[src/rtl/cpu_pkg.sv]
// datapath types: word, register address, shift amount, control bits, run states
package cpu_pkg;

    typedef logic [31:0] word_t;
    typedef logic [4:0]  reg_addr_t;
    typedef logic [4:0]  shamt_t;

    typedef struct packed {
        logic reg_write;
        logic mem_write;
        logic use_imm;    // second operand from sign-extended immediate
        logic mem_to_reg; // writeback from data memory
        logic branch;
        logic jump;
        logic link;       // jal, write pc+1 to link register
        logic halt;
    } ctrl_t;

    typedef enum logic [1:0] {
        st_loading = 2'd0,
        st_running = 2'd1,
        st_halted  = 2'd2
    } run_state_t;

endpackage

[src/rtl/isa_pkg.sv]
// instruction set: opcodes, function codes, field layout, alu operations, link register
package isa_pkg;

    typedef logic [5:0] opcode_t;
    typedef logic [5:0] func_t;

    // rd is the destination field, rt the second, rs the third
    typedef struct packed {
        opcode_t    opcode;
        logic [4:0] rd;
        logic [4:0] rt;
        logic [4:0] rs;
        logic [4:0] shamt;
        func_t      func;
    } instr_t;

    typedef enum logic [4:0] {
        alu_add  = 5'd0,
        alu_sub  = 5'd1,
        alu_and  = 5'd2,
        alu_xor  = 5'd3,
        alu_or   = 5'd4,
        alu_not  = 5'd5,
        alu_sll  = 5'd6,
        alu_srl  = 5'd7,
        alu_sne  = 5'd8,
        alu_seq  = 5'd9,
        alu_slt  = 5'd10,
        alu_sle  = 5'd11,
        alu_sgt  = 5'd12,
        alu_sge  = 5'd13,
        alu_lui  = 5'd14,
        alu_mull = 5'd15,
        alu_mulh = 5'd16
    } alu_op_t;

    localparam opcode_t op_rtype = 6'd0;
    localparam opcode_t op_addi  = 6'd1;
    localparam opcode_t op_andi  = 6'd2;
    localparam opcode_t op_ori   = 6'd3;
    localparam opcode_t op_xori  = 6'd4;
    localparam opcode_t op_lw    = 6'd7;
    localparam opcode_t op_sw    = 6'd8;
    localparam opcode_t op_slti  = 6'd9;
    localparam opcode_t op_seqi  = 6'd10;
    localparam opcode_t op_lui   = 6'd11;
    localparam opcode_t op_beq   = 6'd16;
    localparam opcode_t op_bne   = 6'd17;
    localparam opcode_t op_bgt   = 6'd18;
    localparam opcode_t op_bge   = 6'd19;
    localparam opcode_t op_blt   = 6'd20;
    localparam opcode_t op_ble   = 6'd21;
    localparam opcode_t op_j     = 6'd24;
    localparam opcode_t op_jal   = 6'd26;
    localparam opcode_t op_halt  = 6'd63;

    localparam func_t fn_add  = 6'd0;
    localparam func_t fn_sub  = 6'd1;
    localparam func_t fn_and  = 6'd2;
    localparam func_t fn_or   = 6'd3;
    localparam func_t fn_not  = 6'd4;
    localparam func_t fn_xor  = 6'd5;
    localparam func_t fn_slt  = 6'd8;
    localparam func_t fn_sll  = 6'd9;
    localparam func_t fn_srl  = 6'd10;
    localparam func_t fn_mulh = 6'd11;
    localparam func_t fn_mull = 6'd12;

    localparam logic [4:0] link_reg = 5'd3; // jal return address

endpackage
[src/rtl/alu.sv]
// integer alu: arithmetic, logic, shifts, signed compares, multiply
module alu (
    input  isa_pkg::alu_op_t op,
    input  cpu_pkg::word_t   x,
    input  cpu_pkg::word_t   y,
    input  cpu_pkg::shamt_t  shamt,
    output cpu_pkg::word_t   result
);
    import isa_pkg::*;
    import cpu_pkg::*;

    logic signed [63:0] product;

    assign product = $signed(x) * $signed(y);

    always_comb begin
        case (op)
            alu_add:  result = x + y;
            alu_sub:  result = x - y;
            alu_and:  result = x & y;
            alu_xor:  result = x ^ y;
            alu_or:   result = x | y;
            alu_not:  result = ~x;
            alu_sll:  result = x << shamt;
            alu_srl:  result = x >> shamt; // logical
            alu_sne:  result = word_t'(x != y);
            alu_seq:  result = word_t'(x == y);
            alu_slt:  result = word_t'($signed(x) < $signed(y));
            alu_sle:  result = word_t'($signed(x) <= $signed(y));
            alu_sgt:  result = word_t'($signed(x) > $signed(y));
            alu_sge:  result = word_t'($signed(x) >= $signed(y));
            alu_lui:  result = y << 16;
            alu_mull: result = product[31:0];
            alu_mulh: result = product[63:32];
            default:  result = 32'hdead_beef;
        endcase
    end

endmodule

[config.mk]
export PLATFORM = sky130hd
export DESIGN_NAME = alu
export DESIGN_NICKNAME = d
export VERILOG_FILES = /design/src/rtl/cpu_pkg.sv /design/src/rtl/isa_pkg.sv /design/src/rtl/alu.sv
export SDC_FILE = /design/constraint.sdc
export NUM_CORES = 2
export LEC_CHECK = 0
export BUFFER_PORTS_ARGS = -buffer_cell sky130_fd_sc_hd__buf_4
export CAP_MARGIN = 20
export CORE_AREA = 2 2 468 284
export DETAILED_ROUTE_END_ITERATION = 12
export DIE_AREA = 0 0 470 286
export MAX_ROUTING_LAYER = met4
export PLACE_DENSITY = 0.46
export RECOVER_POWER = 100
export SKIP_LAST_GASP = 1
export SYNTH_ARGS = -nofsm -noshare
export SYNTH_HDL_FRONTEND = slang
export SYNTH_SLANG_ARGS = --single-unit
export TNS_END_PERCENT = 20
[constraint.sdc]
create_clock -name vclk -period 11.2
set_clock_uncertainty 0.1 [all_clocks]
set_input_delay 0 -clock vclk [all_inputs]
set_output_delay 0 -clock vclk [all_outputs]
set_load 0.01 [all_outputs]
* Word-level counts from Yosys, hierarchy flattened
Cells that the tools add are included.
Word-level totals: register bits after elaboration 0, logic and storage cells 33, bits of input ports 74, output and inout port bits 32
Operators by class: $mul 1, bitwise logic cells 4, $lt $le $gt $ge 4, eq/ne operators 18, $add $sub $neg 2, mux-type cells 1, reductions and logical operators 1, shifts and indexed selects 2
Operator list (count):
- $pmux 32 s17 | 1
- $mul 32x32->64 | 1
- $eq 5x4->1 const B | 8
- $add 32x32->32 | 1
- $and 32x32->32 | 1
- $eq 32x32->1 | 1
- $ge 32x32->1 | 1
- $gt 32x32->1 | 1
- $le 32x32->1 | 1
- $lt 32x32->1 | 1
- $ne 32x32->1 | 1
- $not 32->32 | 1
- $or 32x32->32 | 1
- $shl 32x5->32 | 1
- $shr 32x5->32 | 1
- $sub 32x32->32 | 1
- $xor 32x32->32 | 1
- $eq 5x3->1 const B | 4
- $eq 5x2->1 const B | 2
- $eq 5x1->1 const B | 1
- $eq 5x5->1 const B | 1
- $logic_not 5->1 | 1

* Logic depth before layout (Yosys ltp)
word-level depth 2, mapped depth 30, depth with buffers taken out 27

* Worst setup path after synthesis
No wires, ideal clock.
path type input port to output port, start point in x[31], end point out result[29], arrival time 7882 ps, stages on the path 28, path buffers 3, setup slack 3218 ps, cell sequence clkbuf_1 > inv_1 > buf_1 > nor2_1 > fa_1 > fa_1 > fa_1 > fa_1 > inv_1 > fa_1 > inv_1 > fa_1 > inv_1 > fa_1 > inv_1 > fa_1 > ha_1 > clkbuf_1 > a21o_1 > a21o_1 > a21oi_1 > o211ai_1 > nand2_1 > mux2i_1 > a211o_1 > a221oi_1 > o311ai_0 > a211o_1
Between the ends: cells in the longest elaborated chain, start to end 2, elaborated cells between the ends (all ways) 4, those cells by class mul (1); shift (2); mux (1)
RTL lines:
- start, declared | line alu.sv:4 | input cpu_pkg::word_t x,
- $mul 32x32->64 (tied with other cells) | line alu.sv:14 | assign product = $signed(x) * $signed(y);
- $pmux 32 s17 (*) | line alu.sv:17 | case (op)
- end, declared | line alu.sv:7 | output cpu_pkg::word_t result
Mark *: on every way between the ends. The rest lies on a longest branch, timed or not.

* Worst setup path in the final report
start point in x[31], end point out result[26]
The elaborated chain is that of the path after synthesis.

==> flow_summary.toml <==
[run_status]
status = "completed"

[routing]
drtPass1Iterations = 6
postRouteAntennaNets = 0
routedWlPerCell_microns = 31.9
drt_iter0_markers = 5111
drc_errors = 0
finalWirelength_mm = 217
dr_total_vias = 39100
via_per_inst = 5.73

[logic_synthesis]
synth_top_family_by_area = "adder cells"
yosysWarnings = 0
synth_mux_area_share_pct = 3.82
synth_compound_area_share_pct = 10.4
synth.distinct_cells = 84
synth.area.top_cells = "fa_1 (49%), inv_1 (8.9%), ha_1 (8.0%), nor2_1 (6.3%), nand2_1 (5.1%)"
synth_fp_nets = 6650
synth-xor-area-share_pct = 1.32
syn_area_per_cell_sq_um = 8.43
syn_inst = 5211
synth_fa_ha_area_share_pct = 57.4
synth_area_sq_um = 43900
synth.most_common_cell = "fa_1"
netlist.area_leader.share_pct = 49.4
seq_area_frac_synth_pct = 0
synth_common_cells = "fa_1 (1084), inv_1 (1043), nor2_1 (732), nand2_1 (602), ha_1 (281)"
synth_top_area_cell = "fa_1"
synthSimpleGateAreaFrac_pct = 15.1

[die]
num_rows = 103
die_h_microns = 286
core-area_sq_um = 130000
die_area_sq_um = 134000
ios = 106
initial_core_util_pct = 33.7
fp.dieW_microns = 470

[placement]
port-buffer-count = 106
gp_congestion = 1.04
hpwl_mm = 172

[layout]
n_clock_buffer = 0
drive_above_1_share_pct = 5.39
nets = 6527
areaGrowthSynthToFinish_pct = 5.38
design.seq.count = 0
register_area_sq_um = 0

[timing]
layout_min_cycle_time_ns = 9.60
drv_slew = 0
setup_viol = 0
rsz0062_at_grt = "false"
slew_headroom_pct = 18.3
tightest_slew_ns = 1.22
setup_tns_ns = 0
post-route-period-util_pct = 85.8
fmax_ghz = 0.104
hold_violations = 0

[global_routing]
grt_overflow = 0
antenna_found_initial = 16
grt_pass1_wl_mm = 311
grt_pass1_vias = 39600
grt_max_degree = 64
track_usage_pct = 33.4

[flow_run]
cap_viol_max_count = 0

[critical_path]
crit_required_ns = 11.10
worstPathArrival_ns = 9.50
path_class = "in2out"
endpoint_kind = "output port"
cp-startpoint = "x[31]"
cp-start-kind = "input pin"
critical_path.max_fanout = 27

[clock_network]
cts_resized = 0
postCtsHoldBufs = 0
post-cts-setup-buffer-count = 0

[min_path]
hold_class = "in2out"
holdCritStartpoint = "op[2]"
holdPathStages = 4
## through the flow
stage / util, % / cell area [sq um] / cells / worst slack [ns] / hold slack (ns)
after CTS: 35.6 / 46400 / 6818 / 1.65 / 0.486
after floorplan: - / 43900 / 5211 / 3.22 / 0.199
after global routing: 35.5 / 46300 / 6822 / 1.32 / 0.543
final: 35.5 / 46300 / 6825 / 1.60 / 0.495
after detailed placement: 35.6 / 46400 / 6818 / 1.67 / 0.486
after global placement: 35.5 / 46300 / 6817 / 1.78 / 0.469
## metal layers
| layer | global-route usage (%) | vias to the layer above | part of all wire, % |
|---|---|---|---|
| met5 | - | - | 0 |
| met4 | 6.62 | 0 | 2.6 |
| met3 | 10.0 | 231 | 14 |
| met2 | 42.9 | 2495 | 37 |
| met1 | 50.6 | 20500 | 46 |
| li1 | - | 15800 | - |
## logic make-up (layout without fill, tap and decap cells)
kind of cell / Yosys count / after routing
and+or+nand+nor: 1602 / 1602
buffers and inverters: 1387 / 1262
adders and majority gates: 1365 / 1365
AOI/OAI and AO/OA: 684 / 684
xor gates and xnor gates: 66 / 66
other: 0 / 7
muxes: 107 / 107
## worst max-delay path: stages
cell and delay (ns):
buf_4 0.39, inv_1 0.53, nor2_1 0.37, fa_1 0.52, fa_1 0.50, fa_1 0.76
fa_1 0.93, inv_1 0.38, fa_1 0.58, inv_1 0.05, fa_1 0.54, inv_1 0.05
fa_1 0.47, inv_1 0.05, fa_1 0.46, ha_1 0.51, and4_1 0.37, nand2_1 0.15
or4_1 0.54, a21oi_1 0.56, nor3_1 0.14, mux2i_1 0.25, nand3_1 0.15, clkbuf_1 0.17
## path summary, 6_finish.rpt
path / end
setup / recovery: result[26]
hold / removal: result[0]
## area by class of cell
cell class | count | area, sq um
diodes | 7 | 17.5
well taps | 1732 | 2170
fillers | 13700 | 84100
inverters | 1066 | 4000
multi-input cells | 3824 | 38700
repair buffers | 196 | 1400
## cell usage in the layout (no fill, tap or decap), types with 36 or more instances in the layout
master / synthesis / routed
fa_1: 1084 / 1084
inv_1: 1043 / 1038
nor2_1: 732 / 730
nand2_1: 602 / 602
ha_1: 281 / 281
a21oi_1: 172 / 172
buf_4: 0 / 170
o21ai_0: 141 / 145
mux2i_1: 53 / 53
a21o_1: 48 / 48
mux4_2: 48 / 48
xnor2_1: 46 / 46
nand3_1: 44 / 44
nor3_1: 46 / 42
o211ai_1: 36 / 36
