==> config.mk <==
export PLATFORM = sky130hd
export DESIGN_NAME = decoder
export DESIGN_NICKNAME = d
export VERILOG_FILES = /design/src/rtl/cpu_pkg.sv /design/src/rtl/isa_pkg.sv /design/src/rtl/decoder.sv
export SDC_FILE = /design/constraint.sdc
export NUM_CORES = 1
export LEC_CHECK = 0
export BUFFER_PORTS_ARGS = -buffer_cell sky130_fd_sc_hd__buf_2
export CORE_MARGIN = 3
export CORE_UTILIZATION = 45
export DETAILED_ROUTE_END_ITERATION = 8
export PLACE_DENSITY_LB_ADDON = 0.12
export SYNTH_ARGS = -nofsm -noshare
export SYNTH_HDL_FRONTEND = slang
export SYNTH_SLANG_ARGS = --single-unit
==> constraint.sdc <==
create_clock -name vclk -period 2.75
set_input_delay 0.55 -clock vclk [all_inputs]
set_output_delay 0.55 -clock vclk [all_outputs]
set_load 0.005 [all_outputs]
==> src/rtl/cpu_pkg.sv <==
// datapath types: word, register address, shift amount, control bits, run states
package cpu_pkg;

    typedef logic [31:0] word_t;
    typedef logic [4:0]  reg_addr_t;
    typedef logic [4:0]  shamt_t;

    typedef struct packed {
        logic reg_write;
        logic mem_write;
        logic use_imm;    // second operand from sign-extended immediate
        logic mem_to_reg; // writeback from data memory
        logic branch;
        logic jump;
        logic link;       // jal, write pc+1 to link register
        logic halt;
    } ctrl_t;

    typedef enum logic [1:0] {
        st_loading = 2'd0,
        st_running = 2'd1,
        st_halted  = 2'd2
    } run_state_t;

endpackage

==> src/rtl/isa_pkg.sv <==
// instruction set: opcodes, function codes, field layout, alu operations, link register
package isa_pkg;

    typedef logic [5:0] opcode_t;
    typedef logic [5:0] func_t;

    // rd is the destination field, rt the second, rs the third
    typedef struct packed {
        opcode_t    opcode;
        logic [4:0] rd;
        logic [4:0] rt;
        logic [4:0] rs;
        logic [4:0] shamt;
        func_t      func;
    } instr_t;

    typedef enum logic [4:0] {
        alu_add  = 5'd0,
        alu_sub  = 5'd1,
        alu_and  = 5'd2,
        alu_xor  = 5'd3,
        alu_or   = 5'd4,
        alu_not  = 5'd5,
        alu_sll  = 5'd6,
        alu_srl  = 5'd7,
        alu_sne  = 5'd8,
        alu_seq  = 5'd9,
        alu_slt  = 5'd10,
        alu_sle  = 5'd11,
        alu_sgt  = 5'd12,
        alu_sge  = 5'd13,
        alu_lui  = 5'd14,
        alu_mull = 5'd15,
        alu_mulh = 5'd16
    } alu_op_t;

    localparam opcode_t op_rtype = 6'd0;
    localparam opcode_t op_addi  = 6'd1;
    localparam opcode_t op_andi  = 6'd2;
    localparam opcode_t op_ori   = 6'd3;
    localparam opcode_t op_xori  = 6'd4;
    localparam opcode_t op_lw    = 6'd7;
    localparam opcode_t op_sw    = 6'd8;
    localparam opcode_t op_slti  = 6'd9;
    localparam opcode_t op_seqi  = 6'd10;
    localparam opcode_t op_lui   = 6'd11;
    localparam opcode_t op_beq   = 6'd16;
    localparam opcode_t op_bne   = 6'd17;
    localparam opcode_t op_bgt   = 6'd18;
    localparam opcode_t op_bge   = 6'd19;
    localparam opcode_t op_blt   = 6'd20;
    localparam opcode_t op_ble   = 6'd21;
    localparam opcode_t op_j     = 6'd24;
    localparam opcode_t op_jal   = 6'd26;
    localparam opcode_t op_halt  = 6'd63;

    localparam func_t fn_add  = 6'd0;
    localparam func_t fn_sub  = 6'd1;
    localparam func_t fn_and  = 6'd2;
    localparam func_t fn_or   = 6'd3;
    localparam func_t fn_not  = 6'd4;
    localparam func_t fn_xor  = 6'd5;
    localparam func_t fn_slt  = 6'd8;
    localparam func_t fn_sll  = 6'd9;
    localparam func_t fn_srl  = 6'd10;
    localparam func_t fn_mulh = 6'd11;
    localparam func_t fn_mull = 6'd12;

    localparam logic [4:0] link_reg = 5'd3; // jal return address

endpackage
==> src/rtl/decoder.sv <==
// instruction decoder: control bits, alu operation, register selection
module decoder (
    input  isa_pkg::instr_t    instr,
    output cpu_pkg::ctrl_t     ctrl,
    output isa_pkg::alu_op_t   alu_op,
    output cpu_pkg::reg_addr_t dst,
    output cpu_pkg::reg_addr_t src_a
);
    import isa_pkg::*;

    logic fn_ok; // known function code

    always_comb begin
        fn_ok = 1'b1;
        case (instr.func)
            fn_add:  alu_op = alu_add;
            fn_sub:  alu_op = alu_sub;
            fn_and:  alu_op = alu_and;
            fn_or:   alu_op = alu_or;
            fn_not:  alu_op = alu_not;
            fn_xor:  alu_op = alu_xor;
            fn_slt:  alu_op = alu_slt;
            fn_sll:  alu_op = alu_sll;
            fn_srl:  alu_op = alu_srl;
            fn_mulh: alu_op = alu_mulh;
            fn_mull: alu_op = alu_mull;
            default: begin
                alu_op = alu_add;
                fn_ok  = 1'b0;
            end
        endcase

        ctrl = '0;
        case (instr.opcode)
            op_rtype: ctrl.reg_write = fn_ok;
            op_addi, op_andi, op_ori, op_xori, op_slti, op_seqi, op_lui: begin
                ctrl.reg_write = 1'b1;
                ctrl.use_imm   = 1'b1;
            end
            op_lw: begin
                ctrl.reg_write  = 1'b1;
                ctrl.use_imm    = 1'b1;
                ctrl.mem_to_reg = 1'b1;
            end
            op_sw: begin
                ctrl.mem_write = 1'b1;
                ctrl.use_imm   = 1'b1;
            end
            op_beq, op_bne, op_bgt, op_bge, op_blt, op_ble: ctrl.branch = 1'b1;
            op_j:    ctrl.jump = 1'b1;
            op_jal: begin
                ctrl.jump      = 1'b1;
                ctrl.link      = 1'b1;
                ctrl.reg_write = 1'b1;
            end
            op_halt: ctrl.halt = 1'b1;
            default: ctrl = '0; // unknown opcode does nothing
        endcase

        // immediate and branch forms override the function code
        case (instr.opcode)
            op_addi, op_lw, op_sw: alu_op = alu_add;
            op_andi:         alu_op = alu_and;
            op_ori:          alu_op = alu_or;
            op_xori:         alu_op = alu_xor;
            op_slti, op_blt: alu_op = alu_slt;
            op_seqi, op_beq: alu_op = alu_seq;
            op_lui:          alu_op = alu_lui;
            op_bne:          alu_op = alu_sne;
            op_bgt:          alu_op = alu_sgt;
            op_bge:          alu_op = alu_sge;
            op_ble:          alu_op = alu_sle;
            default: ;
        endcase
    end

    assign dst   = (instr.opcode == op_jal) ? link_reg : instr.rd;
    assign src_a = (ctrl.branch || ctrl.mem_write) ? instr.rd : instr.rs;

endmodule

======== After elaboration in Yosys (flattened, before gate mapping) ========
Cells that the tools add are included.
storage, ports and cells
  register bits after elaboration ......... 0
  logic and storage cells ................. 52
  input bits .............................. 32
  output and inout bits ................... 23
cells by class
  reductions and logical operators ........ 11
  equality and inequality tests ........... 28
  muxes and demuxes ....................... 13
operator list
  operator                                       number
  one-hot mux 5 bit (11 select lines)            1
  == test 6 x 4 -> 1 bit, second input constant  9
  one-hot mux 5 bit (10 select lines)            1
  == test 6 x 5 -> 1 bit, second input constant  8
  == test 6 x 2 -> 1 bit, second input constant  4
  == test 6 x 3 -> 1 bit, second input constant  4
  OR reduction 9 bit                             2
  == test 6 x 1 -> 1 bit, second input constant  2
  zero test 6 bit                                2
  OR reduction 11 bit                            1
  2-to-1 mux 5 bit                               2
  2-to-1 mux 1 bit                               8
  == test 6 bit, second input constant           1
  OR reduction 2 bit                             3
  OR reduction 6 bit                             1
  OR reduction 3 bit                             1
  one-hot mux 1 bit (2 select lines)             1
  logical OR 1 bit                               1

======== Longest topological paths before layout ========
  word-level depth ........................ 5
  gate-level depth with buffers ........... 6
  mapped depth without buffers ............ 4

======== Least setup slack after synthesis ========
Ideal clock, no wire load.
  path type ............................... input port to output port
  start ................................... input port instr[28] (netlist bit)
  end ..................................... output port src_a[0]
  data arrival time ....................... 1.595 ns
  required time ........................... 2.200 ns
  slack ................................... 0.605 ns
  cell stages on the path ................. 5
  path buffers ............................ 1
  path through ............................ buf_2 -> nor3b_2 -> nand3_1 -> a21oi_4 -> mux2_1
on the way
  word-level cells in the longest chain between the ends .. 5
  elaborated cells between the ends (all ways) .. 12
  classes of those cells .................. eq/ne (7); mux (3); reduce/logical (2)
RTL lines
  item                    RTL line       source
  start: declaration      decoder.sv:3   input isa_pkg::instr_t instr,
  == test 6 x 5 -> 1 bit  decoder.sv:34  case (instr.opcode)
  OR reduction 6 bit      decoder.sv:34
  2-to-1 mux 1 bit        decoder.sv:34
  logical OR 1 bit (*)    decoder.sv:78  assign src_a = (ctrl.branch || ctrl.mem_write) ? instr.rd : instr.rs;
  2-to-1 mux 5 bit (*)    decoder.sv:78
  end: declaration        decoder.sv:7   output cpu_pkg::reg_addr_t src_a
Mark *: on every way between the ends. The rest lies on a longest branch, timed or not.

======== Worst setup path in the final report ========
  start ................................... input port instr[29] (netlist bit)
  end ..................................... output port src_a[1]
Same word-level chain as after synthesis.

==> flow_summary.json <==
{
  "period_minus_slack_ns": 2.52,
  "cp_common_cell": "buf_2",
  "min-delay-start": "instr[22]",
  "ctsHoldBuffers": 0,
  "fin_tns_setup_ns": 0,
  "synth_fp_nets": 136,
  "cp-startpoint": "instr[29]",
  "busiest_layer": "met2",
  "hold_slack_ns": 1.36,
  "track_usage_pct": 19.7,
  "worstSetupEndpointType": "output pin",
  "synth_cell_types": 41,
  "synthTopCellsByArea": "mux2_1, nor2b_1, nor2_1, nand2b_1, buf_2",
  "post-route-period-util_pct": 91.6,
  "swShare_pct": 53.7,
  "post_cts_resized": 0,
  "hpwl_mm": 1.48,
  "switchingPower_uw": 63.7,
  "cp_slowest_stage_delay_ns": 0.34,
  "place_congestion": 0.742,
  "worstPathMaxFanout": 18,
  "initial_core_util_pct": 50.2,
  "grt_max_degree": 19,
  "grt_pass1_vias": 747,
  "routed_wirelength_mm": 1.88,
  "cp_slowest_cell": "mux2_1",
  "final_util_pct": 63.9,
  "yosysMostFrequentCell": "nor2_1",
  "p_int_uw": 54.8,
  "vias": 882,
  "crit_type": "in2out",
  "globalRouteMet2Util_pct": 34.4,
  "wl_per_cell_um": 12.4,
  "die_area_um2": 2010,
  "slew_headroom_pct": 76.0,
  "outcome": "finished clean",
  "antenna-diode-count": 0,
  "fmax_mhz": 397,
  "synth_top_area_share_pct": 8.30,
  "dp_slack_ns": 0.223,
  "tightest_slew_ns": 0.357,
  "netlist_area_um2": 678,
  "crit_path_cell_trace": "buf_2 -> nor3b_2 -> nand3_1 -> a21oi_4 -> mux2_1 -> buf_2",
  "yosysSeqAreaShare_pct": 0,
  "grt_util_met3_pct": 0.797,
  "cp-start-kind": "primary input",
  "multi_input_area_um2": 599,
  "cts_setup_buffers": 0,
  "antenna_found_initial": 0,
  "yosys.area.top_type": "mux2_1",
  "cap_violations": 0,
  "setup_ws_ns": 0.232,
  "nNetsFinal": 171,
  "use_met1_pct": 27.6,
  "grt_first_pass_wirelength_mm": 3.22,
  "p_leak_nw": 0.410,
  "fillers": 132,
  "rsz0062_at_grt": "no",
  "drc_errors": 0,
  "setup_viol": 0,
  "synth_area_per_cell_um2": 6.52,
  "core_area_um2": 1350,
  "min_path_type": "in2out",
  "hold_viol_final": 0,
  "port_buffers": 45,
  "firstDrtPassIters": 4,
  "power_frac_seq_pct": 0,
  "rows": 13,
  "report.power.total_uw": 119,
  "syn-instance-count": 104,
  "power_frac_clock_pct": 0,
  "crit_arrival_ns": 1.97,
  "seq_cell_count": 0,
  "required_ns": 2.20,
  "ys_warn_count": 0,
  "peakVddDrop_mv": 0.0794,
  "regArea_um2": 0,
  "combPwrFrac_pct": 100.0,
  "detail-route-antenna-nets": 0,
  "drt_iter0_drc": 16,
  "syn_to_final_growth_pct": 27.1,
  "clock_buffers": 0,
  "ys_top_cells_by_count": "nor2_1, nor2b_1, buf_2",
  "die_h_um": 44.8,
  "drv_slew": 0,
  "chipWidth_um": 44.8,
  "power_density_nw_per_um2": 137,
  "io_pins": 55,
  "routed_via_density": 5.80,
  "grt_overflow_total": 0,
  "drive_gt1_share_pct": 36.5
}
-- area by class of cell --
type                       instances  area share (%)
timing repair buffer              45            26.1
inverter                           5            2.18
multi-input combinational         87            69.5
tap                               15            2.18
-- placed cells by master (no fill, tap or decap), types with 3 or more instances in the layout --
cell       netlist  final
a2bb2oi_1        3      3
a21oi_1          4      4
nand3_1          3      3
nand2b_1         5      5
and2_1           3      3
nor2b_1          8      8
nor3b_1          4      4
nor4_1           4      4
buf_2            6     45
inv_1            5      5
o21ai_0          3      3
nand2_1          4      4
mux2_1           5      5
nor3_1           3      3
nor2_1          11     11
-- power groups by stage --
| stage | clock (mW) | combinational (mW) | sequential [mW] |
|---|---|---|---|
| after floorplan | 0 | 0.0803 | 0 |
| after global placement | 0 | 0.116 | 0 |
| after detailed placement | 0 | 0.119 | 0 |
| after CTS | 0 | 0.119 | 0 |
| after global routing | 0 | 0.133 | 0 |
| final | 0 | 0.119 | 0 |
-- final timing paths --
| check | endpoint | depth (start not counted) |
|---|---|---|
| min | dst[1] | 3 |
| max | src_a[1] | 6 |
-- per-stage QoR --
stage	cells	cell area, µm²
after CTS	152	862
after global routing	152	862
after detailed placement	152	862
after floorplan	104	678
final	152	862
after global placement	152	862
-- logic make-up after synthesis --
group / count (synthesis) / share of synthesized area, %
AND/OR/NAND/NOR: 51 / 42.6
AO/OA/AOI/OAI: 27 / 31.9
buffers and inverters: 17 / 11.6
XOR/XNOR: 2 / 2.58
multiplexers: 7 / 11.3
-- routing by layer --
layer / wire [µm] / up-vias
met1: 804 / 394
li1: - / 447
met5: 0 / -
met2: 943 / 39
met3: 116 / 2
met4: 14 / 0
-- critical path: cells and delay by family --
family	cells	cell delay, ns
and+or+nand+nor	2	0.42
buffers and inverters	2	0.39
muxes	1	0.34
AOI/OAI and AO/OA	1	0.26
Note: power is estimated with default switching activity, not from simulation.
