--- src/rtl/cpu_pkg.sv ---
// datapath types: word, register address, shift amount, control bits, run states
package cpu_pkg;

    typedef logic [31:0] word_t;
    typedef logic [4:0]  reg_addr_t;
    typedef logic [4:0]  shamt_t;

    typedef struct packed {
        logic reg_write;
        logic mem_write;
        logic use_imm;    // second operand from sign-extended immediate
        logic mem_to_reg; // writeback from data memory
        logic branch;
        logic jump;
        logic link;       // jal, write pc+1 to link register
        logic halt;
    } ctrl_t;

    typedef enum logic [1:0] {
        st_loading = 2'd0,
        st_running = 2'd1,
        st_halted  = 2'd2
    } run_state_t;

endpackage

--- src/rtl/run_control.sv ---
// load/run/halt state machine
module run_control (
    input  logic clk,
    input  logic rst,
    input  logic start,
    input  logic halt_seen,
    output logic running,
    output logic done
);
    import cpu_pkg::*;

    run_state_t state;

    always_ff @(posedge clk) begin
        if (rst) begin
            state <= st_loading;
        end else begin
            case (state)
                st_loading: if (start) state <= st_running;
                st_running: if (halt_seen) state <= st_halted;
                st_halted:  if (start) state <= st_running; // rerun, registers kept
                default:    state <= st_loading;
            endcase
        end
    end

    assign running = (state == st_running);
    assign done    = (state == st_halted);

    // start arrives as a single-cycle pulse
    start_pulse_a: assert property (@(posedge clk) disable iff (rst) start |=> !start);

endmodule

--- config.mk ---
export PLATFORM = sky130hd
export DESIGN_NAME = run_control
export DESIGN_NICKNAME = d
export VERILOG_FILES = /design/src/rtl/cpu_pkg.sv /design/src/rtl/run_control.sv
export SDC_FILE = /design/constraint.sdc
export NUM_CORES = 1
export LEC_CHECK = 0
export ABC_AREA = 1
export BUFFER_PORTS_ARGS = -buffer_cell sky130_fd_sc_hd__buf_2
export CORE_AREA = 2 2 39 41
export DETAILED_ROUTE_END_ITERATION = 8
export DIE_AREA = 0 0 41 43
export HOLD_SLACK_MARGIN = 0.12
export PLACE_DENSITY = 0.3
export SLEW_MARGIN = 20
export SYNTH_ARGS = -nofsm -noshare
export SYNTH_HDL_FRONTEND = slang
export SYNTH_SLANG_ARGS = --single-unit
export TNS_END_PERCENT = 100
--- constraint.sdc ---
create_clock -name clk -period 1.7 [get_ports clk]
set_clock_uncertainty 0.1 [all_clocks]
set_input_delay 0.17 -clock clk [delete_from_list [all_inputs] [get_ports clk]]
set_output_delay 0.17 -clock clk [all_outputs]
set_load 0.02 [all_outputs]
Yosys cells after proc, flatten, opt, wreduce, memory -nomap -nowiden
Index checks and enable logic that the tools add are counted.
Storage, ports and cells
  input bits: 4
  logic and storage cells: 11
  output and inout bits: 2
  flip-flop bits (word level): 2
Cells by class
  muxes and demuxes: 3
  equality and inequality tests: 4
  reduce and logical (&&, ||, !) cells: 3
Operators by type and width (number)
  $mux W2: 2
  $pmux W2 S2: 1
  $eq A2 B1 Y1 const B: 1
  $eq A2 B2 Y1 const B: 1
  $logic_not A2 Y1: 1
  $ne A2 B1 Y1 const B: 1
  $ne A2 B2 Y1 const B: 1
  $reduce_and A2 Y1: 1
  $reduce_or A2 Y1: 1

Longest topological paths before layout
Gate-level depths: netlist (run 1).
  word-level depth: 4
  mapped depth: 3
  mapped depth without buffers: 3

Worst setup path after synthesis (run 1)
No wires, ideal clock.
  path type: reg2out
  start: register state[0]
  end: output port running
  arrival: 0.701 ns
  path slack: 0.729 ns
  cell stages (with the launch flop): 3
  buffers on the path: 0
  data required time: 1.430 ns
  path through: dfxtp_1 > inv_1 > nor2_1
Between the ends
  word-level cells in the longest chain between the ends: 1
Ends and longest elaborated chain
  start, declared: RTL line run_control.sv:12  | run_state_t state;
  start signal, assigned: RTL line run_control.sv:16  | state <= st_loading;
  start signal, assigned: RTL line run_control.sv:19  | st_loading: if (start) state <= st_running;
  start signal, assigned: RTL line run_control.sv:20  | st_running: if (halt_seen) state <= st_halted;
  $eq A2 B1 Y1: RTL line run_control.sv:27  | assign running = (state == st_running);
  end, declared: RTL line run_control.sv:7  | output logic running,
No other way between the ends.

Worst setup path in the final report (run 1)
  start: input port start
  end: register state[1]
Between the ends
  word-level cells in the longest chain between the ends: 2
Ends and longest elaborated chain
  start, declared: RTL line run_control.sv:5  | input logic start,
  $ne A2 B1 Y1 (no line)
  $reduce_and A2 Y1 (no line)
No other way between the ends.
A chain may end at the register's enable or synchronous reset.

==> results of run 1 <==
## layout make-up
cell class              instances  area, µm²
repair buffers                  8       55.1
multi-input cells               9       42.5
fillers                       158       1190
well taps                      16       20.0
clock buffers                   3       22.5
flip-flops and latches          2       40.0
inverters                       3       11.3
## repair_timing
action	4_1_cts	5_1_grt
endpoints found under the hold margin	2	0
gates resized for setup	0	0
hold buffers	3	0
## worst min-delay path, cell delays in order
cell,delay (ns)
buf_2,0.09
inv_1,0.04
nand3_1,0.06
a21oi_1,0.05
## per-stage QoR
stage | hold slack [ns] | cell area (µm²)
finish | 0.142 | 191
global route | 0.146 | 191
CTS | 0.132 | 191
detailed placement | 0.255 | 139
global placement | 0.244 | 139
floorplan | 0.132 | 93.8
## Yosys cell counts
master and number:
nand3_1 2, dfxtp_1 2, nor2_1 3, a21oi_2 1, a21oi_1 1, inv_1 3
nand2_1 2
## kinds of logic after synthesis
logic type	Yosys count
compound gates	2
buf+inv	3
flops	2
simple gates	7
## worst paths after layout
| kind | endpoint | slack [ns] | cells past startpoint |
|---|---|---|---|
| hold / removal | state[0] | 0.14 | 4 |
| setup reg to reg | state[1] | 0.37 | 3 |
| hold reg to reg | state[0] | 0.42 | 2 |
| setup / recovery | state[1] | 0.15 | 6 |
## metal layers
layer  vias to the layer above  part of all wire (%)  routed length [µm]  GRT usage [%]
met2                         6                    59                 180           6.56
met1                        52                    37                 111           3.19
met4                         0                     0                   0           8.00
met5                         -                     0                   0              0
met3                         0                   3.6                  11           4.71
li1                         66                     -                   -              -
## report_power, final
group | leakage, nW | internal (W) | switching, W
Combinational | 0.0629 | 0.0000121 | 0.0000126
Clock | 0.0138 | 0.0000780 | 0.0000279
Sequential | 0.0165 | 0.0000501 | 0.00000268
==> reports/metrics.cfg, run 1 <==
[run_status]
outcome = finished clean

[logic_synthesis]
synth-xor-area-share_pct = 0
yosys.area_share.simple_pct = 30.7
synth_fa_ha_area_share_pct = 0
synthMuxAreaShare_pct = 0
yosysWarnings = 0
synth_compound_area_share_pct = 14.7
ys_top_cells_by_area = dfxtp_1 (43%), inv_1 (12%), nor2_1 (12%), nand3_1 (11%), a21oi_2 (9.3%)
netlist.area_leader.share_pct = 42.7
netlist-cell-type-count = 7
ys_seq_area_share_pct = 42.7
synth_top_family_by_area = simple AND/OR/NAND/NOR gates
ys_seq_elements = 2
synth_area_um2 = 93.8
syn_nets = 18
syn_inst = 14
synth_area_per_cell_um2 = 6.70
yosysTopAreaCell = dfxtp_1

[grt]
track_usage_pct = 5.21
grt_antenna_before_repair = 0
grt_max_degree = 6
overflow = 0
grt_pass1_vias = 132
grt_pass1_wl_um = 483

[detailed_routing]
via_per_inst = 3.02
vias = 124
wire_per_inst_um = 7.39
drc = 0
drtIter0Drc = 2
drt_first_pass_iters = 2
ant_nets = 0
wl_um = 303

[power]
report.power.total_w = 0.000183
powerDensity_nw_per_um2 = 958
p_leak_nw = 0.0932
irDropWorstVdd_v = 0.000218

[placement]
port_buffers = 5
dp.final_hpwl_um = 195
dpl_worst_slack_ns = 0.731
dp_cells = 35

[die]
start_util_pct = 6.78
die_h_um = 43
ios = 6
die_w_um = 41
row_count = 14
core-area_um2 = 1380
die_area_um2 = 1760

[hold_path]
min_path_type = in2reg
hold_start = halt_seen

[timing]
worstMarginPinSlew_ns = 0.147
hold_viol = 0
fmax_mhz = 643
rsz0062_at_grt = no
setup_tns_ns = 0
relSlewSlack_pct = 90.2
timing.final.ws_setup_ns = 0.145
drv_slew = 0
min_period_ns = 1.55
fin_crit_sh_pct = 91.5
finalSetupViolCount = 0

[clock_tree]
clock_latency_ns = 0.22
cts.clk_slew.worst_paths_ns = 0.03
cts_tree = yes
htreeDepth = 1
cts_buffers = 3
clock-sinks = 2
ctsLongestPathBuffers = 2
postCtsSetupBuffers = 0
clockRootBuffer = clkbuf_4

[final_layout]
drive_gt1_share_pct = 36.0
final_core_util_pct = 13.8
nNetsFinal = 31
largest-register = state
area_delta_synth_final_pct = 104
fin_cells = 41
largest_reg_flops = 2
layout_common_cells = buf_2 (5), inv_1 (3), nor2_1 (3), clkbuf_4 (3), dlygate4sd3_1 (3)
insertedDiodeCount = 0
reg.largest.list = state: 2 flops
final_common_cell = buf_2

[setup_path]
crit_buf_inv = 3
critPathRequiredTime_ns = 1.76
startpoint = start
crit_path_max_incr_delay_ns = 0.55
crit_family = buffers and inverters
crit_arrival_ns = 1.62
path_class = in2reg
cpMaxStageDelayCell = dlygate4sd3_1
rr_startpoint = state[0]
crit_top_cell = dlygate4sd3_1
cp_max_fo = 2
endpoint_kind = register
cp-start-kind = primary input
crit_chain = dlygate4sd3_1, buf_2, nor2_1, nand2_1, a21oi_2, dlygate4sd3_1

[run]
cap_violations = 0

(Power assumes the default switching activity.)
==> run 2, diff against run 1 <==
--- a/config.mk
+++ b/config.mk
@@ -8,6 +8,7 @@
 export ABC_AREA = 1
 export BUFFER_PORTS_ARGS = -buffer_cell sky130_fd_sc_hd__buf_2
 export CORE_AREA = 2 2 39 41
+export CTS_BUF_LIST = sky130_fd_sc_hd__clkbuf_8
 export DETAILED_ROUTE_END_ITERATION = 8
 export DIE_AREA = 0 0 41 43
 export HOLD_SLACK_MARGIN = 0.12
==> run 2 against run 1 <==
Against the previous run: total power is 42% higher; sequential power hardly changed; worst setup slack better by 0.37 ns; sequential share of layout area is 0.14 points higher; final area is 0.65% lower; clock power is 76% higher; critical path type is now reg2out; maximum frequency is 31% higher; critical endpoint is now running; register-to-register slack better by 0.54 ns.
==> reports/metrics.cfg, run 2 (synthesis gave the netlist of run 1 again) <==
[grt]
top_usage_layer = met4
met2_usage_pct = 5.31
grt_antenna_before_repair = 0
overflow = 0
grt_pass1_wl_um = 414
met1_usage_pct = 3.19
grt_pass1_vias = 120
grt_max_degree = 6
track_usage_pct = 4.21
grtUsageMet3_pct = 1.57

[final_layout]
area_delta_synth_final_pct = 103
largest-register = state
insertedDiodeCount = 0
fill_cells = 157
final_common_cell = buf_2
nNetsFinal = 29
reg.largest.list = state: 2 flops
drive_gt1_share_pct = 39.1
final_core_util_pct = 13.7
layout_common_cells = buf_2 (5), inv_1 (3), nor2_1 (3), clkbuf_8 (3)
largest_reg_flops = 2
fin_area_um2 = 190

[clock_tree]
htreeDepth = 1
cts_buffers = 3
ctsLongestPathBuffers = 2
cts.clk_slew.worst_paths_ns = 0.03
cts_tree = yes
clock_latency_ns = 0.21
clock-sinks = 2
clockRootBuffer = clkbuf_8

[power]
powerDensity_nw_per_um2 = 1370
pwr-share-comb_pct = 8.2
report.power.total_w = 0.000261
p_leak_nw = 0.0902
irDropWorstVdd_v = 0.000349
switching_power_w = 0.0000518
p_seq_share_pct = 20.2
p_int_w = 0.000209
p_clk_share_pct = 71.6
switching_share_pct = 19.8

[detailed_routing]
drt_first_pass_iters = 4
ant_nets = 0
vias = 116
drc = 0
wire_per_inst_um = 7.10
drtIter0Drc = 5
via_per_inst = 2.97
wl_um = 277

[setup_path]
cp-start-kind = register
cp_max_fo = 5
endpoint_kind = output port
r2r_cells = 2
crit_arrival_ns = 0.92
r2r-end = state[1]
startpoint = state[0]
path_class = reg2out
reg2reg_slack_ns = 0.91
critPathRequiredTime_ns = 1.43
rr_startpoint = state[0]

[run_status]
outcome = finished clean

[placement]
dp.final_hpwl_um = 195
dpl_worst_slack_ns = 0.731
port_buffers = 5
dpl_cell_area_um2 = 139

[timing]
finalSetupViolCount = 0
setup_tns_ns = 0
fmax_mhz = 843
relSlewSlack_pct = 90.2
worstMarginPinSlew_ns = 0.147
rsz0062_at_grt = no
timing.final.ws_setup_ns = 0.513
fin_crit_sh_pct = 69.8
hold_viol = 0
min_period_ns = 1.19
drv_slew = 0

[hold_path]
hold_end = state[1]
worstHoldPathCells = 4
hold_start = start
min_path_type = in2reg

[die]
die_h_um = 43
row_count = 14
die_area_um2 = 1760
die_w_um = 41
start_util_pct = 6.78
core-area_um2 = 1380
ios = 6

[run]
cap_violations = 0

[run 2: worst max-delay path: stages (launching register included)]
cell and delay [ns]:
dfxtp_1 0.37, inv_1 0.07, nor2_1 0.09, buf_2 0.17
[run 2: what timing repair did]
item	4_1_cts	5_1_grt
endpoints found under the hold margin	2	0
gates resized for setup	0	0
hold buffers	1	0
endpoints found under the setup margin	0	0
setup buffers	0	0
[run 2: worst max path at each step]
stage          cells after the start  slack, ns  endpoint
6_report                           3       0.51   running
5_1_grt                            3       0.46   running
4_1_cts                            3       0.50   running
3_5_place_dp                       3       0.73   running
3_3_place_gp                       3       0.77      done
2_1_floorplan                      2       0.73   running
[run 2: cell type report]
type,count,area (µm²),share of cell area [%]
Tap cell,16,20.0,10.5
Multi-Input combinational cell,9,42.5,22.4
Inverter,3,11.3,5.92
Sequential cell,2,40.0,21.1
Timing Repair Buffer,6,35.0,18.4
Clock buffer,3,41.3,21.7
[run 2: power groups by stage]
stage          combinational, W  sequential, W  clock [W]
2_1_floorplan         0.0000113      0.0000529          0
3_3_place_gp          0.0000183      0.0000530          0
3_5_place_dp          0.0000197      0.0000534          0
4_1_cts               0.0000216      0.0000529   0.000193
5_1_grt               0.0000233      0.0000532   0.000195
6_report              0.0000213      0.0000528   0.000187
[run 2: per-layer routing]
| layer | vias up | share of wire, % |
|---|---|---|
| li1 | 61 | - |
| met4 | 0 | 4.7 |
| met1 | 45 | 39 |
| met5 | - | 0 |
| met3 | 2 | 5.8 |
| met2 | 8 | 51 |
[run 2: metrics by stage]
step,std cells,hold WS (ns)
2_1_floorplan,14,0.132
3_3_place_gp,35,0.244
3_5_place_dp,35,0.255
4_1_cts,39,0.134
5_1_grt,39,0.151
6_report,39,0.138
==> run 3, diff against run 2 <==
==> constraint.sdc (replaced) <==
create_clock -name clk -period 1 [get_ports clk]
set_clock_uncertainty 0.1 [all_clocks]
set_input_delay 0.1 -clock clk [delete_from_list [all_inputs] [get_ports clk]]
set_output_delay 0.1 -clock clk [all_outputs]
set_load 0.02 [all_outputs]
==> run 3 against run 2 <==
Against the previous run: the flow now finishes with violations (setup timing); global-route usage grew 0.30 points; final cell count grew 2.6%; sequential share of layout area shrank 0.94 points; worst setup slack lost 0.54 ns; hold slack gained 0.27 ns; critical path depth is the same; die area is the same; first-iteration DRC count shrank 100%; register-to-register slack lost 0.72 ns; via count grew 4.3%; total power grew 74%; final area grew 18%.
==> reports/metrics.cfg, run 3 (synthesis gave the netlist of run 1 again) <==
[setup_path]
reg2reg_slack_ns = 0.19
crit_chain = inv_2, nor2_2, buf_4
crit_cells = 3
crit_arrival_ns = 0.82
path_class = reg2out
cpMaxStageDelayCell = dfxtp_4
crit_family = flip-flops
crit_buf_inv = 2
r2r_cells = 3
rr_startpoint = state[0]
endpoint_kind = output port
critPathRequiredTime_ns = 0.80
cp_max_fo = 5
r2r-end = state[1]
crit_path_max_incr_delay_ns = 0.36
cp-start-kind = register

[clock_tree]
cts_buffers = 3
cts.clk_slew.worst_paths_ns = 0.03
htreeDepth = 1
clock_latency_ns = 0.21
clockRootBuffer = clkbuf_8
ctsLongestPathBuffers = 2
clock-sinks = 2
cts_tree = yes

[timing]
worstMarginPinSlew_ns = 0.0918
hold_viol = 0
whs_ns = 0.407
drv_slew = 0
finalSetupViolCount = 2
min_period_ns = 1.02
rsz0062_at_grt = yes
relSlewSlack_pct = 93.9
timing.final.ws_setup_ns = -0.0217
fmax_mhz = 979
fin_crit_sh_pct = 102

[detailed_routing]
drtIter0Drc = 0
wire_per_inst_um = 7.10
ant_nets = 0
vias = 121
drc = 0
drt_first_pass_iters = 1
wl_um = 284
via_per_inst = 3.03

[hold_path]
hold_end = state[1]
min_path_type = reg2reg
worstHoldPathCells = 2
hold_start = state[1]

[grt]
grt_pass1_vias = 137
grt_antenna_before_repair = 0
met2_usage_pct = 5.94
met1_usage_pct = 3.51
grt_max_degree = 6
grt_pass1_wl_um = 455
grtUsageMet3_pct = 1.57
track_usage_pct = 4.51
overflow = 0
top_usage_layer = met4

[power]
p_int_w = 0.000364
powerDensity_nw_per_um2 = 2030
irDropWorstVdd_v = 0.000599
switching_share_pct = 20.1
pwr-share-comb_pct = 10.0
report.power.total_w = 0.000455
p_leak_nw = 0.0959
p_clk_share_pct = 69.9
switching_power_w = 0.0000915
p_seq_share_pct = 20.1

[final_layout]
layout_common_cells = clkbuf_8 (3), dlygate4sd3_1 (3)
reg.largest.list = state: 2 flops
drive_gt1_share_pct = 58.3
insertedDiodeCount = 0
area_delta_synth_final_pct = 139
largest_reg_flops = 2
nNetsFinal = 30
largest-register = state

[die]
die_h_um = 43
row_count = 14
ios = 6
die_w_um = 41
start_util_pct = 6.78
core-area_um2 = 1380
die_area_um2 = 1760

[run]
cap_violations = 0

[placement]
port_buffers = 5

[run_status]
violations = setup timing
outcome = finished, violations left

-- run 3: changes by cell type in the layout (fill, tap and decap cells not counted), moves of 2 or more --
| cell | before | now |
|---|---|---|
| nor2_1 | 3 | 1 |
| nor2_2 | 0 | 2 |
| dfxtp_1 | 2 | 0 |
| inv_2 | 0 | 2 |
| dlygate4sd3_1 | 1 | 3 |
| inv_1 | 3 | 1 |
| buf_2 | 5 | 2 |
-- run 3: how the worst max path moves through the flow --
stage | from | endpoint
after global placement | state[1] | done
final | state[0] | running
after floorplan | state[0] | running
after detailed placement | state[0] | running
after global routing | state[0] | running
after CTS | state[0] | running
-- run 3: worst reg2reg max path: stages (launching register included) --
cell,delay [ns]
dfxtp_4,0.35
nor2_1,0.09
nand2_1,0.07
a21oi_2,0.13
-- run 3: final cells by class --
cell class,instances,area [µm²]
multi-input combinational,9,47.5
inverter,3,11.3
timing repair buffer,7,58.8
sequential,2,45.0
clock buffer,3,41.3
tap,16,20.0
fill,156,1160
-- run 3: power by group through the flow --
| stage | Combinational, W | Sequential (W) | Clock [W] |
|---|---|---|---|
| 6_report | 0.0000455 | 0.0000915 | 0.000318 |
| 3_3_place_gp | 0.0000312 | 0.0000901 | 0 |
| 4_1_cts | 0.0000451 | 0.0000919 | 0.000328 |
| 3_5_place_dp | 0.0000331 | 0.0000910 | 0 |
| 5_1_grt | 0.0000497 | 0.0000923 | 0.000331 |
| 2_1_floorplan | 0.0000191 | 0.0000899 | 0 |
-- run 3: timing repair --
action                                 CTS  global route
setup endpoints to repair                2             3
pin swaps                                0             1
hold buffers                             3             0
resized for setup                        6             4
endpoints found under the hold margin    2             0
buffers inserted                         0             0
-- run 3: per-stage QoR --
step	setup TNS (ns)	utilization, %	setup WS (ns)	instances	instance area, µm²
3_3_place_gp	0	10.0	0.144	35	139
2_1_floorplan	0	-	0.0993	14	93.8
3_5_place_dp	0	10.0	0.111	35	139
6_report	-0.0281	16.2	-0.0217	40	224
4_1_cts	-0.0677	15.7	-0.0476	41	218
5_1_grt	-0.0906	16.2	-0.0515	40	224
-- run 3: layer usage --
layer	vias to the layer above	wire length, µm
li1	63	-
met1	48	103
met2	8	147
met3	2	19
met4	0	13
met5	-	0
